--- config.mk ---
export PLATFORM = sky130hd
export DESIGN_NAME = cpu
export DESIGN_NICKNAME = d
export VERILOG_FILES = /design/src/common/cpu_pkg.sv /design/src/hw/cycle_control.sv /design/src/hw/instr_decoder.sv /design/src/hw/alu_exec.sv /design/src/hw/reg_writeback.sv /design/src/hw/apb_master.sv /design/src/hw/cpu.sv
export VERILOG_INCLUDE_DIRS = /design/src /design/src/common
export SDC_FILE = /design/constraint.sdc
export NUM_CORES = 1
export LEC_CHECK = 0
export ABC_CLOCK_PERIOD_IN_PS = 6450
export BUFFER_PORTS_ARGS = -buffer_cell sky130_fd_sc_hd__clkbuf_2
export CORE_MARGIN = 2
export CORE_UTILIZATION = 45
export DETAILED_ROUTE_END_ITERATION = 16
export PLACE_DENSITY = 0.59
export SLEW_MARGIN = 10
export SYNTH_ARGS = -nofsm -noshare
export SYNTH_HDL_FRONTEND = slang
export SYNTH_SLANG_ARGS = --single-unit
export TNS_END_PERCENT = 1
--- constraint.sdc ---
create_clock -name __clk -period 6.45 [get_ports __clk]
set_input_delay 0.9675 -clock __clk [delete_from_list [all_inputs] [get_ports __clk]]
set_output_delay 0.9675 -clock __clk [all_outputs]
set_load 0.005 [all_outputs]
--- src/common/cpu_defines.svh ---
`ifndef CPU_DEFINES_SVH
`define CPU_DEFINES_SVH

// --------------------------------------------------
// Core dimensions
// --------------------------------------------------

// Data path, register and APB address width
`define CPU_WORD_W 16

// General registers
`define CPU_NREGS 8

// First fetch address after start
`define CPU_RESET_PC 16'h0000

`endif

--- src/common/cpu_pkg.sv ---
`include "cpu_defines.svh"

package cpu_pkg;

	// Instruction codes in ir[15:12], the rest are illegal
	typedef enum logic [3:0] {
		OP_LW  = 4'h0,
		OP_SW  = 4'h1,
		OP_LWT = 4'h2,
		OP_ADD = 4'h3,
		OP_SUB = 4'h4,
		OP_AND = 4'h5,
		OP_OR  = 4'h6,
		OP_XOR = 4'h7,
		OP_SHR = 4'h8,
		OP_JMP = 4'h9,
		OP_JZ  = 4'ha,
		OP_JC  = 4'hb,
		OP_HLT = 4'hc
	} opcode_e;

	typedef enum logic [2:0] {
		ALU_PASS,
		ALU_ADD,
		ALU_SUB,
		ALU_AND,
		ALU_OR,
		ALU_XOR,
		ALU_SHR
	} alu_op_e;

	typedef enum logic [2:0] {
		S_IDLE,
		S_FETCH,
		S_DECODE,
		S_EXECUTE,
		S_MEMORY,
		S_WRITEBACK,
		S_HALTED
	} seq_state_e;

	// Jump condition
	typedef enum logic [1:0] {
		BR_NONE,
		BR_JMP,
		BR_JZ,
		BR_JC
	} branch_e;

	typedef logic [$clog2(`CPU_NREGS)-1:0] reg_idx_t;

endpackage

--- src/hw/cycle_control.sv ---
`include "cpu_defines.svh"

module cycle_control import cpu_pkg::*; #(
	parameter bit STOP_ON_BUS_ERROR = 1'b1
) (
	input  logic                   __clk,
	input  logic                   rst_n,
	input  logic                   start,

	// Bus master response
	input  logic                   bus_done,
	input  logic                   bus_err,
	input  logic [`CPU_WORD_W-1:0] bus_rdata,

	// Decoder
	input  logic                   mem_rd,
	input  logic                   mem_wr,
	input  logic                   illegal,
	input  logic                   is_halt,

	// Execute
	input  logic                   take_branch,
	input  logic [`CPU_WORD_W-1:0] branch_target,

	// Bus request
	output logic                   bus_req,
	output logic                   bus_we,
	output logic [`CPU_WORD_W-1:0] bus_addr,

	// Decoder and writeback
	output logic [`CPU_WORD_W-1:0] ir,
	output logic                   wb_en,
	output logic [`CPU_WORD_W-1:0] load_data,
	output logic                   load_sel,

	output logic                   run,
	output logic                   halt,
	output logic                   alarm
);

	localparam logic [`CPU_WORD_W-1:0] RESET_PC = `CPU_RESET_PC;

	seq_state_e             state, state_nxt;
	logic [`CPU_WORD_W-1:0] pc;
	logic [`CPU_WORD_W-1:0] rdata_ok;
	logic                   bus_fault;
	logic                   alarm_now;

	// Failed transfer stops the core only when configured to
	assign bus_fault = bus_done && bus_err && STOP_ON_BUS_ERROR;
	// Erroring reads return zero
	assign rdata_ok  = bus_err ? '0 : bus_rdata;
	assign alarm_now = bus_fault || (state == S_DECODE && illegal);

	// --------------------------------------------------
	// Next state
	// --------------------------------------------------
	always_comb begin
		state_nxt = state;
		case (state)
			S_IDLE: begin
				if (start)
					state_nxt = S_FETCH;
			end
			S_FETCH: begin
				if (bus_fault)
					state_nxt = S_HALTED;
				else if (bus_done)
					state_nxt = S_DECODE;
			end
			S_DECODE: begin
				if (illegal || is_halt)
					state_nxt = S_HALTED;
				else
					state_nxt = S_EXECUTE;
			end
			S_EXECUTE: begin
				if (mem_rd || mem_wr)
					state_nxt = S_MEMORY;
				else
					state_nxt = S_WRITEBACK;
			end
			S_MEMORY: begin
				if (bus_fault)
					state_nxt = S_HALTED;
				else if (bus_done)
					state_nxt = S_WRITEBACK;
			end
			S_WRITEBACK: state_nxt = S_FETCH;
			S_HALTED:    state_nxt = S_HALTED;
			default:     state_nxt = S_HALTED;
		endcase
	end

	// Request goes out in the cycle before fetch or memory so APB setup
	// lines up with the first cycle of that state
	assign bus_req  = (state == S_IDLE && start) || state == S_WRITEBACK ||
		(state == S_EXECUTE && (mem_rd || mem_wr));
	assign bus_we   = (state == S_EXECUTE) && mem_wr;
	assign bus_addr = (state == S_EXECUTE) ? branch_target : pc;

	assign wb_en    = (state == S_WRITEBACK);
	assign load_sel = mem_rd;

	always_ff @(posedge __clk or negedge rst_n) begin
		if (!rst_n) begin
			state <= S_IDLE;
			pc    <= RESET_PC;
			ir    <= '0;
			run   <= 1'b0;
			halt  <= 1'b0;
			alarm <= 1'b0;
		end else begin
			state <= state_nxt;
			if (state == S_IDLE && start)
				run <= 1'b1;
			if (state == S_FETCH && bus_done) begin
				ir <= rdata_ok;
				pc <= pc + 1'b1;
			end
			// Jumps redirect before the next fetch is requested
			if (state == S_EXECUTE && take_branch)
				pc <= branch_target;
			if (state_nxt == S_HALTED && state != S_HALTED) begin
				run   <= 1'b0;
				halt  <= 1'b1;
				alarm <= alarm_now;
			end
		end
	end

	// Load result, held until writeback
	always_ff @(posedge __clk) begin
		if (state == S_MEMORY && bus_done)
			load_data <= rdata_ok;
	end

	a_no_req_halted: assert property (@(posedge __clk) disable iff (!rst_n)
		halt |-> !bus_req);

	a_wb_one_cycle: assert property (@(posedge __clk) disable iff (!rst_n)
		wb_en |=> !wb_en);

endmodule

--- src/hw/instr_decoder.sv ---
`include "cpu_defines.svh"

module instr_decoder import cpu_pkg::*; (
	input  logic [`CPU_WORD_W-1:0] ir,
	output alu_op_e                op,
	output reg_idx_t               ra,
	output reg_idx_t               rb,
	output logic [`CPU_WORD_W-1:0] imm,
	output logic                   mem_rd,
	output logic                   mem_wr,
	output logic                   alu_wb,
	output logic                   set_carry,
	output branch_e                branch_kind,
	output logic                   is_halt,
	output logic                   illegal
);

	localparam int ARG_W = 9;

	opcode_e          opcode;
	logic [ARG_W-1:0] arg;

	assign opcode = opcode_e'(ir[15:12]);
	assign ra     = ir[11:9];
	assign arg    = ir[ARG_W-1:0];
	// Second operand register sits in the low argument bits
	assign rb     = arg[2:0];

	// LWT takes a signed constant, everything else an unsigned address
	assign imm = (opcode == OP_LWT) ?
		{{(`CPU_WORD_W-ARG_W){arg[ARG_W-1]}}, arg} :
		{{(`CPU_WORD_W-ARG_W){1'b0}}, arg};

	always_comb begin
		op          = ALU_PASS;
		mem_rd      = 1'b0;
		mem_wr      = 1'b0;
		alu_wb      = 1'b0;
		set_carry   = 1'b0;
		branch_kind = BR_NONE;
		is_halt     = 1'b0;
		illegal     = 1'b0;
		case (opcode)
			OP_LW:  mem_rd = 1'b1;
			OP_SW:  mem_wr = 1'b1;
			OP_LWT: alu_wb = 1'b1;
			OP_ADD: begin
				op        = ALU_ADD;
				alu_wb    = 1'b1;
				set_carry = 1'b1;
			end
			OP_SUB: begin
				op        = ALU_SUB;
				alu_wb    = 1'b1;
				set_carry = 1'b1;
			end
			OP_AND: begin
				op     = ALU_AND;
				alu_wb = 1'b1;
			end
			OP_OR: begin
				op     = ALU_OR;
				alu_wb = 1'b1;
			end
			OP_XOR: begin
				op     = ALU_XOR;
				alu_wb = 1'b1;
			end
			OP_SHR: begin
				op        = ALU_SHR;
				alu_wb    = 1'b1;
				set_carry = 1'b1;
			end
			OP_JMP: branch_kind = BR_JMP;
			OP_JZ:  branch_kind = BR_JZ;
			OP_JC:  branch_kind = BR_JC;
			OP_HLT: is_halt = 1'b1;
			default: illegal = 1'b1;
		endcase
	end

endmodule

--- src/hw/alu_exec.sv ---
`include "cpu_defines.svh"

module alu_exec import cpu_pkg::*; (
	input  logic                   __clk,
	input  logic                   rst_n,

	// Operands and controls
	input  alu_op_e                op,
	input  logic [`CPU_WORD_W-1:0] a,
	input  logic [`CPU_WORD_W-1:0] b,
	input  logic [`CPU_WORD_W-1:0] imm,
	input  logic                   set_carry,
	input  branch_e                branch_kind,
	input  logic                   z_flag,
	input  logic                   c_flag,

	// Results
	output logic [`CPU_WORD_W-1:0] result,
	output logic                   carry_out,
	output logic                   zero_out,
	output logic                   take_branch,
	output logic [`CPU_WORD_W-1:0] branch_target
);

	logic [`CPU_WORD_W-1:0] res_nxt;
	logic                   carry_nxt;

	// --------------------------------------------------
	// Arithmetic and logic
	// --------------------------------------------------
	always_comb begin
		res_nxt   = imm;
		carry_nxt = 1'b0;
		case (op)
			ALU_ADD: {carry_nxt, res_nxt} = {1'b0, a} + {1'b0, b};
			// Carry is the borrow out of the subtraction
			ALU_SUB: {carry_nxt, res_nxt} = {1'b0, a} - {1'b0, b};
			ALU_AND: res_nxt = a & b;
			ALU_OR:  res_nxt = a | b;
			ALU_XOR: res_nxt = a ^ b;
			ALU_SHR: begin
				res_nxt   = a >> 1;
				carry_nxt = a[0];
			end
			default: res_nxt = imm;
		endcase
		// Logic ops leave C as it was
		if (!set_carry)
			carry_nxt = c_flag;
	end

	// Operands hold still from decode to writeback, so the result
	// captured at the end of execute stays valid until it is written
	always_ff @(posedge __clk) begin
		result <= res_nxt;
	end

	always_ff @(posedge __clk or negedge rst_n) begin
		if (!rst_n) begin
			carry_out <= 1'b0;
			zero_out  <= 1'b0;
		end else begin
			carry_out <= carry_nxt;
			zero_out  <= (res_nxt == '0);
		end
	end

	// --------------------------------------------------
	// Branch decision
	// --------------------------------------------------
	always_comb begin
		case (branch_kind)
			BR_JMP:  take_branch = 1'b1;
			BR_JZ:   take_branch = z_flag;
			BR_JC:   take_branch = c_flag;
			default: take_branch = 1'b0;
		endcase
	end

	// Also the LW and SW address
	assign branch_target = {{(`CPU_WORD_W-9){1'b0}}, imm[8:0]};

endmodule

--- src/hw/reg_writeback.sv ---
`include "cpu_defines.svh"

module reg_writeback import cpu_pkg::*; (
	input  logic                   __clk,
	input  logic                   rst_n,
	input  logic                   wb_en,

	// Write selection and data
	input  reg_idx_t               wr_idx,
	input  logic                   load_sel,
	input  logic [`CPU_WORD_W-1:0] load_data,
	input  logic [`CPU_WORD_W-1:0] alu_result,
	input  logic                   alu_carry,
	input  logic                   alu_zero,
	input  logic                   set_carry,
	input  logic                   set_zero,

	// Reads
	input  reg_idx_t               rd_a_idx,
	input  reg_idx_t               rd_b_idx,
	output logic [`CPU_WORD_W-1:0] rd_a,
	output logic [`CPU_WORD_W-1:0] rd_b,
	output logic                   z_flag,
	output logic                   c_flag
);

	logic [`CPU_WORD_W-1:0] regs [`CPU_NREGS];
	logic                   reg_we;

	// Jumps and stores pass writeback without touching ra
	assign reg_we = wb_en && (load_sel || set_zero);

	always_ff @(posedge __clk or negedge rst_n) begin
		if (!rst_n) begin
			regs   <= '{default: '0};
			z_flag <= 1'b0;
			c_flag <= 1'b0;
		end else begin
			if (reg_we)
				regs[wr_idx] <= load_sel ? load_data : alu_result;
			if (wb_en && set_zero)
				z_flag <= alu_zero;
			if (wb_en && set_carry)
				c_flag <= alu_carry;
		end
	end

	assign rd_a = regs[rd_a_idx];
	assign rd_b = regs[rd_b_idx];

	a_wr_idx_known: assert property (@(posedge __clk) disable iff (!rst_n)
		wb_en |-> !$isunknown(wr_idx));

endmodule

--- src/hw/apb_master.sv ---
`include "cpu_defines.svh"

module apb_master (
	input  logic                   __clk,
	input  logic                   rst_n,

	// Request side
	input  logic                   req,
	input  logic                   we,
	input  logic [`CPU_WORD_W-1:0] addr,
	input  logic [`CPU_WORD_W-1:0] wdata,
	output logic                   done,
	output logic [`CPU_WORD_W-1:0] rdata,
	output logic                   err,

	// APB side
	output logic [`CPU_WORD_W-1:0] paddr,
	output logic                   psel,
	output logic                   penable,
	output logic                   pwrite,
	output logic [`CPU_WORD_W-1:0] pwdata,
	input  logic [`CPU_WORD_W-1:0] prdata,
	input  logic                   pready,
	input  logic                   pslverr
);

	typedef enum logic [1:0] {
		APB_IDLE,
		APB_SETUP,
		APB_ACCESS
	} apb_state_e;

	apb_state_e state;

	always_ff @(posedge __clk or negedge rst_n) begin
		if (!rst_n) begin
			state  <= APB_IDLE;
			pwrite <= 1'b0;
		end else begin
			case (state)
				APB_IDLE: begin
					if (req) begin
						state  <= APB_SETUP;
						pwrite <= we;
					end
				end
				APB_SETUP: state <= APB_ACCESS;
				// Wait states keep everything where it is
				APB_ACCESS: begin
					if (pready)
						state <= APB_IDLE;
				end
				default: state <= APB_IDLE;
			endcase
		end
	end

	// Address and data captured once per transfer
	always_ff @(posedge __clk) begin
		if (state == APB_IDLE && req) begin
			paddr  <= addr;
			pwdata <= wdata;
		end
	end

	assign psel    = (state != APB_IDLE);
	assign penable = (state == APB_ACCESS);

	assign done  = penable && pready;
	assign rdata = prdata;
	assign err   = done && pslverr;

	// Access phase always follows a setup cycle
	a_penable_psel: assert property (@(posedge __clk) disable iff (!rst_n)
		penable |-> psel && $past(psel));

	a_paddr_stable: assert property (@(posedge __clk) disable iff (!rst_n)
		psel && $past(psel) |-> $stable(paddr) && $stable(pwrite) && $stable(pwdata));

endmodule

--- src/hw/cpu.sv ---
`include "cpu_defines.svh"

module cpu import cpu_pkg::*; #(
	parameter bit STOP_ON_BUS_ERROR = 1'b1
) (
	input  logic                   __clk,
	input  logic                   rst_n,
	input  logic                   start,

	// APB master
	output logic [`CPU_WORD_W-1:0] paddr,
	output logic                   psel,
	output logic                   penable,
	output logic                   pwrite,
	output logic [`CPU_WORD_W-1:0] pwdata,
	input  logic [`CPU_WORD_W-1:0] prdata,
	input  logic                   pready,
	input  logic                   pslverr,

	// Status
	output logic                   run,
	output logic                   halt,
	output logic                   alarm
);

	// Sequencer and bus master
	logic                   bus_req, bus_we, bus_done, bus_err;
	logic [`CPU_WORD_W-1:0] bus_addr, bus_rdata;
	logic [`CPU_WORD_W-1:0] ir, load_data;
	logic                   wb_en, load_sel;

	// Decoded instruction
	alu_op_e                op;
	reg_idx_t               ra, rb;
	logic [`CPU_WORD_W-1:0] imm;
	logic                   mem_rd, mem_wr, alu_wb, set_carry;
	branch_e                branch_kind;
	logic                   is_halt, illegal;

	// Data path
	logic [`CPU_WORD_W-1:0] rd_a, rd_b, alu_result, branch_target;
	logic                   z_flag, c_flag, alu_carry, alu_zero, take_branch;

	// --------------------------------------------------
	cycle_control #(.STOP_ON_BUS_ERROR(STOP_ON_BUS_ERROR)) i_cycle_control (
		.__clk(__clk), .rst_n(rst_n), .start(start),
		.bus_done(bus_done), .bus_err(bus_err), .bus_rdata(bus_rdata),
		.mem_rd(mem_rd), .mem_wr(mem_wr), .illegal(illegal), .is_halt(is_halt),
		.take_branch(take_branch), .branch_target(branch_target),
		.bus_req(bus_req), .bus_we(bus_we), .bus_addr(bus_addr),
		.ir(ir), .wb_en(wb_en), .load_data(load_data), .load_sel(load_sel),
		.run(run), .halt(halt), .alarm(alarm)
	);

	instr_decoder i_instr_decoder (
		.ir(ir), .op(op), .ra(ra), .rb(rb), .imm(imm),
		.mem_rd(mem_rd), .mem_wr(mem_wr), .alu_wb(alu_wb), .set_carry(set_carry),
		.branch_kind(branch_kind), .is_halt(is_halt), .illegal(illegal)
	);

	alu_exec i_alu_exec (
		.__clk(__clk), .rst_n(rst_n),
		.op(op), .a(rd_a), .b(rd_b), .imm(imm), .set_carry(set_carry),
		.branch_kind(branch_kind), .z_flag(z_flag), .c_flag(c_flag),
		.result(alu_result), .carry_out(alu_carry), .zero_out(alu_zero),
		.take_branch(take_branch), .branch_target(branch_target)
	);

	// ALU writes to ra are also the ones that update Z
	reg_writeback i_reg_writeback (
		.__clk(__clk), .rst_n(rst_n), .wb_en(wb_en),
		.wr_idx(ra), .load_sel(load_sel), .load_data(load_data),
		.alu_result(alu_result), .alu_carry(alu_carry), .alu_zero(alu_zero),
		.set_carry(set_carry), .set_zero(alu_wb),
		.rd_a_idx(ra), .rd_b_idx(rb), .rd_a(rd_a), .rd_b(rd_b),
		.z_flag(z_flag), .c_flag(c_flag)
	);

	// Store data comes straight from ra
	apb_master i_apb_master (
		.__clk(__clk), .rst_n(rst_n),
		.req(bus_req), .we(bus_we), .addr(bus_addr), .wdata(rd_a),
		.done(bus_done), .rdata(bus_rdata), .err(bus_err),
		.paddr(paddr), .psel(psel), .penable(penable), .pwrite(pwrite),
		.pwdata(pwdata), .prdata(prdata), .pready(pready), .pslverr(pslverr)
	);

endmodule

# Word level (Yosys, flattened, before mapping)
# Cells that the tools add are included.
# op_classes
n_eq_ne	32
mux	40
n_reduce_logical	34
div_mod_pow	0
bitwise_logic	5
magnitude_cmp	3
add_sub_neg	3
n_shift	0
multipliers	0
# ops
operator	n
two-way mux 16 bit	10
bitwise mux 128 bit	1
binary-select mux 16 bit (select 3 bit)	2
one-hot mux 16 bit (6 select lines)	1
demux 16 bit (select 3 bit)	1
one-hot mux 3 bit (6 select lines)	2
== test 4 bit, second input constant	5
== test 3 bit, second input constant	6
two-way mux 3 bit	6
adder 16 x 16 -> 17 bit	1
subtractor 16 x 16 -> 17 bit	1
adder 16 x 1 -> 16 bit, second input constant	1
bitwise AND 16 bit	1
== test 4 x 3 -> 1 bit, second input constant	4
logical AND 1 bit	16
zero test 16 bit	1
OR 16 bit	1
XOR 16 bit	1
OR reduction 13 bit	1
== test 3 x 2 -> 1 bit, second input constant	4
one-hot mux 2 bit (3 select lines)	2
two-way mux 1 bit	10
two-way mux 9 bit	1
== test 4 x 2 -> 1 bit, second input constant	2
20 further kinds	36
# totals
in_bits	21
out_inout_bits	38
register_bits	237
ram_bits	0
rom_bits	0
latchBits	0
memories	0

# Logic depth before layout (Yosys ltp)
# logic_depth
depth_word	9
depth_mapped	20
mapped_depth_nobuf	15

# Hierarchy
# Synthesis repeated with hierarchy kept, for this count alone.
# unflattened
cells_unflattened	1329
hier_area_um2	15210.8
# modules_own_cells
module	area_per_inst_um2	cells_per_inst	n_inst
reg_writeback	7247.0	416	1
alu_exec	3734.8	536	1
cycle_control	2682.6	271	1
apb_master	1228.7	60	1
instr_decoder	317.8	46	1

# Least setup slack after synthesis
# OpenSTA, ideal clock, no wires.
# synth_path
kind	register to register
start	reg i_cycle_control.ir[11]
end	reg i_alu_exec.zero_out
arrival_ns	5.043
setup_slack_ns	1.312
synth_period_minus_slack_ns	5.138
setup_ns	0.096
required_ns	6.354
path_stages_with_launch	20
n_path_buf	5
path_cell_list	dfrtp_1 -> buf_2 -> buf_2 -> buf_1 -> buf_2 -> buf_2 -> mux4_2 -> mux2_2 -> inv_1 -> ha_1 -> inv_1 -> fa_1 -> a221oi_1 -> or4_1 -> nand3_1 -> o32a_1 -> or4b_1 -> nor4_1 -> or4b_1 -> nor4_2
# synth_via
elab_chain_cells	7
elab_cells_between_ends	11
classes_between	add/sub: 2; mux: 4; bitwise: 4; reduce/logical: 1
# synth_rtl
item	line_no	text
from (decl)	cycle_control.sv:31	output logic [`CPU_WORD_W-1:0] ir,
from (signal assigned)	cycle_control.sv:118	ir <= rdata_ok;
inverter 3 -> 4 bit (not written as such) (*)	reg_writeback.sv:48	assign rd_a = regs[rd_a_idx];
binary-select mux 16 bit (select 3 bit) (*)	reg_writeback.sv:48	
two-way mux 16 bit (not written as such) (*) (2 in a row)	reg_writeback.sv:48	
via i_alu_exec.a[0]	alu_exec.sv:9	input logic [`CPU_WORD_W-1:0] a,
subtractor 16 x 16 -> 17 bit / adder 16 x 16 -> 17 bit (equally long branches)	alu_exec.sv:37, alu_exec.sv:35	
one-hot mux 16 bit (6 select lines) (*)	alu_exec.sv:34	case (op)
via i_alu_exec.res_nxt[6]	alu_exec.sv:25	logic [`CPU_WORD_W-1:0] res_nxt;
zero test 16 bit (*)	alu_exec.sv:64	zero_out <= (res_nxt == '0);
to (signal assigned)	alu_exec.sv:64	
to (decl)	alu_exec.sv:20	output logic zero_out,
# The timed path passes the listed nets; every way through them passes the cells marked *. The select of a mux whose other input is x is not followed.
# A chain may end at the register's enable or synchronous reset.

# Worst setup path after layout
# layout_path
start	reg i_cycle_control.ir[9]
end	reg i_alu_exec.zero_out
# layout_via
elab_chain_cells	7
elab_cells_between_ends	11
classes_between	add/sub: 2; mux: 4; bitwise: 4; reduce/logical: 1
# layout_rtl
item	line_no	text
inverter 3 -> 4 bit (not written as such) (*)	reg_writeback.sv:48	
binary-select mux 16 bit (select 3 bit) (*)	reg_writeback.sv:48	
two-way mux 16 bit (not written as such) (*) (2 in a row)	reg_writeback.sv:48	
via i_alu_exec.a[0]	alu_exec.sv:9	
subtractor 16 x 16 -> 17 bit (tied with other cells)	alu_exec.sv:37	ALU_SUB: {carry_nxt, res_nxt} = {1'b0, a} - {1'b0, b};
one-hot mux 16 bit (6 select lines) (*)	alu_exec.sv:34	
zero test 16 bit (*)	alu_exec.sv:64	
# Marks and branches as above.

==> metrics.txt <==
run status finished clean; worst min path class primary input to async pin; Via density roughly 6; peak supply drop 149.2 µV; Avg Synthesized Cell Area approximately 10 µm²; crit-path max cell delay roughly 0.80 ns; antenna cells 0; initial antenna violation count 0; Hold Fails Final Rpt 0; final hold slack ~0.42 ns; Ports just under 60; PwrDens about 200 nW/µm²; clock skew around 0.01 ns; Post-Synth Adder-Cell Area 4.887%; Synth Warn # 0; post-synth top area share a little under a third; xor and xnor area share after synthesis less than 1%; Least-Margin Pin Slew approximately 1.1 ns; Worst path depth 14; clock root buffer clkbuf_16; RSZ-0062 raised after global routing no; Area growth syn-to-layout 11.44%; critical path's top delay family simple AND/OR/NAND/NOR gates; ys flop type dfrtp_1; Die Y approximately 180 µm; synth unique cells 79; Simple-Gate Fraction of Synth Area between 15 and 20%; vias in the first global route around 11000; nets 1483; Design Power a little over 3 mW; most frequent cell after synthesis nand2_1; Compound-Gate Fraction of Synth Area 15.78%; synth cell count leaders 183 x nand2_1, 173 x dfrtp_1, 124 x nor2_1, 124 x o21ai_0, 105 x a21oi_1; #FFs+latches synth roughly 240; CTS clk-pin slew, worst paths 0.06 ns; Leak 6.470 nW; Tcrit/Tclk final between 80% and 90%; largest net degree at the start of global routing 72; Initial Util a little under half; crit end category flop; hold-fix buffers at CTS 0; Iteration-0 DRC Markers between 900 and 1000; Sink Count roughly 240; share of cells above drive strength 1 around 15%; Vias 10870; CP Launch Type flop; htree depth 1; syn nets 1463; core area a little under 30000 µm²; pins over their slew limit 0; Worst EP required about 7 ns; slowest cell on the critical path dfrtp_1; GR Overflow Total 0; Post-CTS Setup Repair Bufs 0; # fillers 2721; Synth area leader dfrtp_1; Die W about 180 µm; Max-slew headroom between 20% and 30%; largest cells by area after synthesis dfrtp_1 32%, edfxtp_1 11%, mux4_2 7.6%; CTS max path bufs 3; cts bufs inserted 27; first-pass GRT wire length around 64000 µm; GRT Util Overall 26.29%; busiest grt layer met2; M3 GR Usage ~4.6%; Period minus WS final ~5.4 ns; DRT antenna net count 0; PortBufs 58; sequential area share after synthesis ~45%; synthesized area approximately 14000 µm²; Remaining DRCs 0; Setup TNS 0 ns; crit-path cells mux4_2 > mux2_2 > inv_1 > ha_1 > inv_1 > fa_1 > a221oi_1 > o32a_1 > a21oi_1 > a211oi_1 > or4b_1 > nor4_1 > or4b_1 > nor4_2; largest family of logic cells by synthesized area simple AND/OR/NAND/NOR gates; die area ~32000 µm²; GR Layer Usage met1 between 30% and 40%; critical path class flop to flop; DR pass1 iterations 6; wire length per cell around 22 µm; EDFF count, synth 48; worst path arrival time 5.88 ns; CTS tree built; Post-Syn Instances 1390; max frequency around 180 MHz; post-synthesis mux area share between 10% and 20%; grt met2 use roughly 41%; clk_lat worst skew around 0.54 ns; maxcap violations 0; HPWL after DPL around 29000 µm; # resized after CTS 0; FP Rows 63; Final Setup Violations 0; CP Max Fanout 18; R2R depth 14; gp weighted congestion between 0.9 and 1; flop2flop setup slack just over 1 ns; Async SR Flop Fraction around 73%; Total Wirelength between 40000 and 50000 µm; worst path bufs/invs 2
==> kinds of logic (layout without fill, tap and decap cells) <==
kind of cell	count (synthesis)	in the layout
buffers and inverters	150	190
AOI/OAI and AO/OA	349	349
and+or+nand+nor	463	463
DFF	237	237
muxes	126	126
xor gates and xnor gates	13	13
adders and majority gates	52	52
==> final timing paths <==
path | start | end
min in group __clk | i_cycle_control.halt | i_cycle_control.halt
min reg2reg | i_cycle_control.halt | i_cycle_control.halt
min | rst_n | i_cycle_control.pc[15]
max reg2reg | i_cycle_control.ir[9] | i_alu_exec.zero_out
max | i_cycle_control.ir[9] | i_alu_exec.zero_out
max in group asynchronous | rst_n | i_reg_writeback.regs[105]
==> layout make-up <==
type	count	area [µm²]	share of cell area, %
repair buffers	87	514.2	3.388
clock inverters	8	72.57	0.4781
multi-input cells	1003	7018	46.23
well taps	390	488.0	3.215
inverters	54	202.7	1.335
flip-flops and latches	237	6095	40.15
clock buffers	41	789.5	5.201
==> per-stage QoR <==
step           util [%]  cells  area [µm²]  worst slack (ns)
2_1_floorplan         -   1390       13620             1.312
3_3_place_gp      48.18   1771       14320             1.073
3_5_place_dp      48.18   1771       14320             1.073
4_1_cts           51.08   1820       15180             1.054
5_1_grt           51.08   1820       15180            0.7702
6_report          51.08   1820       15180             1.024
==> worst register-to-register path: stages, from the launching register on <==
cell      delay (ns)
dfrtp_1         0.80
mux4_2          0.59
mux2_2          0.36
inv_1           0.11
ha_1            0.18
inv_1           0.06
fa_1            0.48
a221oi_1        0.56
o32a_1          0.28
a21oi_1         0.07
a211oi_1        0.34
or4b_1          0.53
nor4_1          0.26
or4b_1          0.49
nor4_2          0.21
==> power breakdown <==
part	internal, mW	switching, mW
Clock	0.881	0.629
Combinational	0.00811	0.0271
Sequential	1.52	0.0000000000000000763
==> state kept, by name, indices dropped and copies added, names as in the netlist, 2 cells and up <==
register and cells:
i_apb_master.paddr 16, i_alu_exec.result 16, i_cycle_control.ir 16, i_apb_master.state 2, i_apb_master.pwdata 16, i_cycle_control.state 3
i_cycle_control.load_data 16, i_cycle_control.pc 16, i_reg_writeback.regs 128
==> metal layers <==
metal / wire (µm) / up-vias / part of all wire (%)
li1: - / 5035 / -
met1: 18230 / 5332 / 45
met2: 18780 / 437 / 46
met3: 2924 / 66 / 7.2
met4: 948 / 0 / 2.3
met5: 0 / - / 0
==> cells in the final DEF, fill, tap and decap left out, drive strengths merged, types with 14 or more instances in the layout <==
cell type,instances
mux2i,63
mux4,46
nand2b,19
and3,14
buf,30
dfrtp,173
nand3,16
nor3,20
ha,50
and2,29
clkbuf,98
inv,55
edfxtp,48
a21oi,105
mux2,17
nand2,183
dfxtp,16
o21ai,125
nor2b,17
nor2,124
Power figures use the tool's default switching activity.
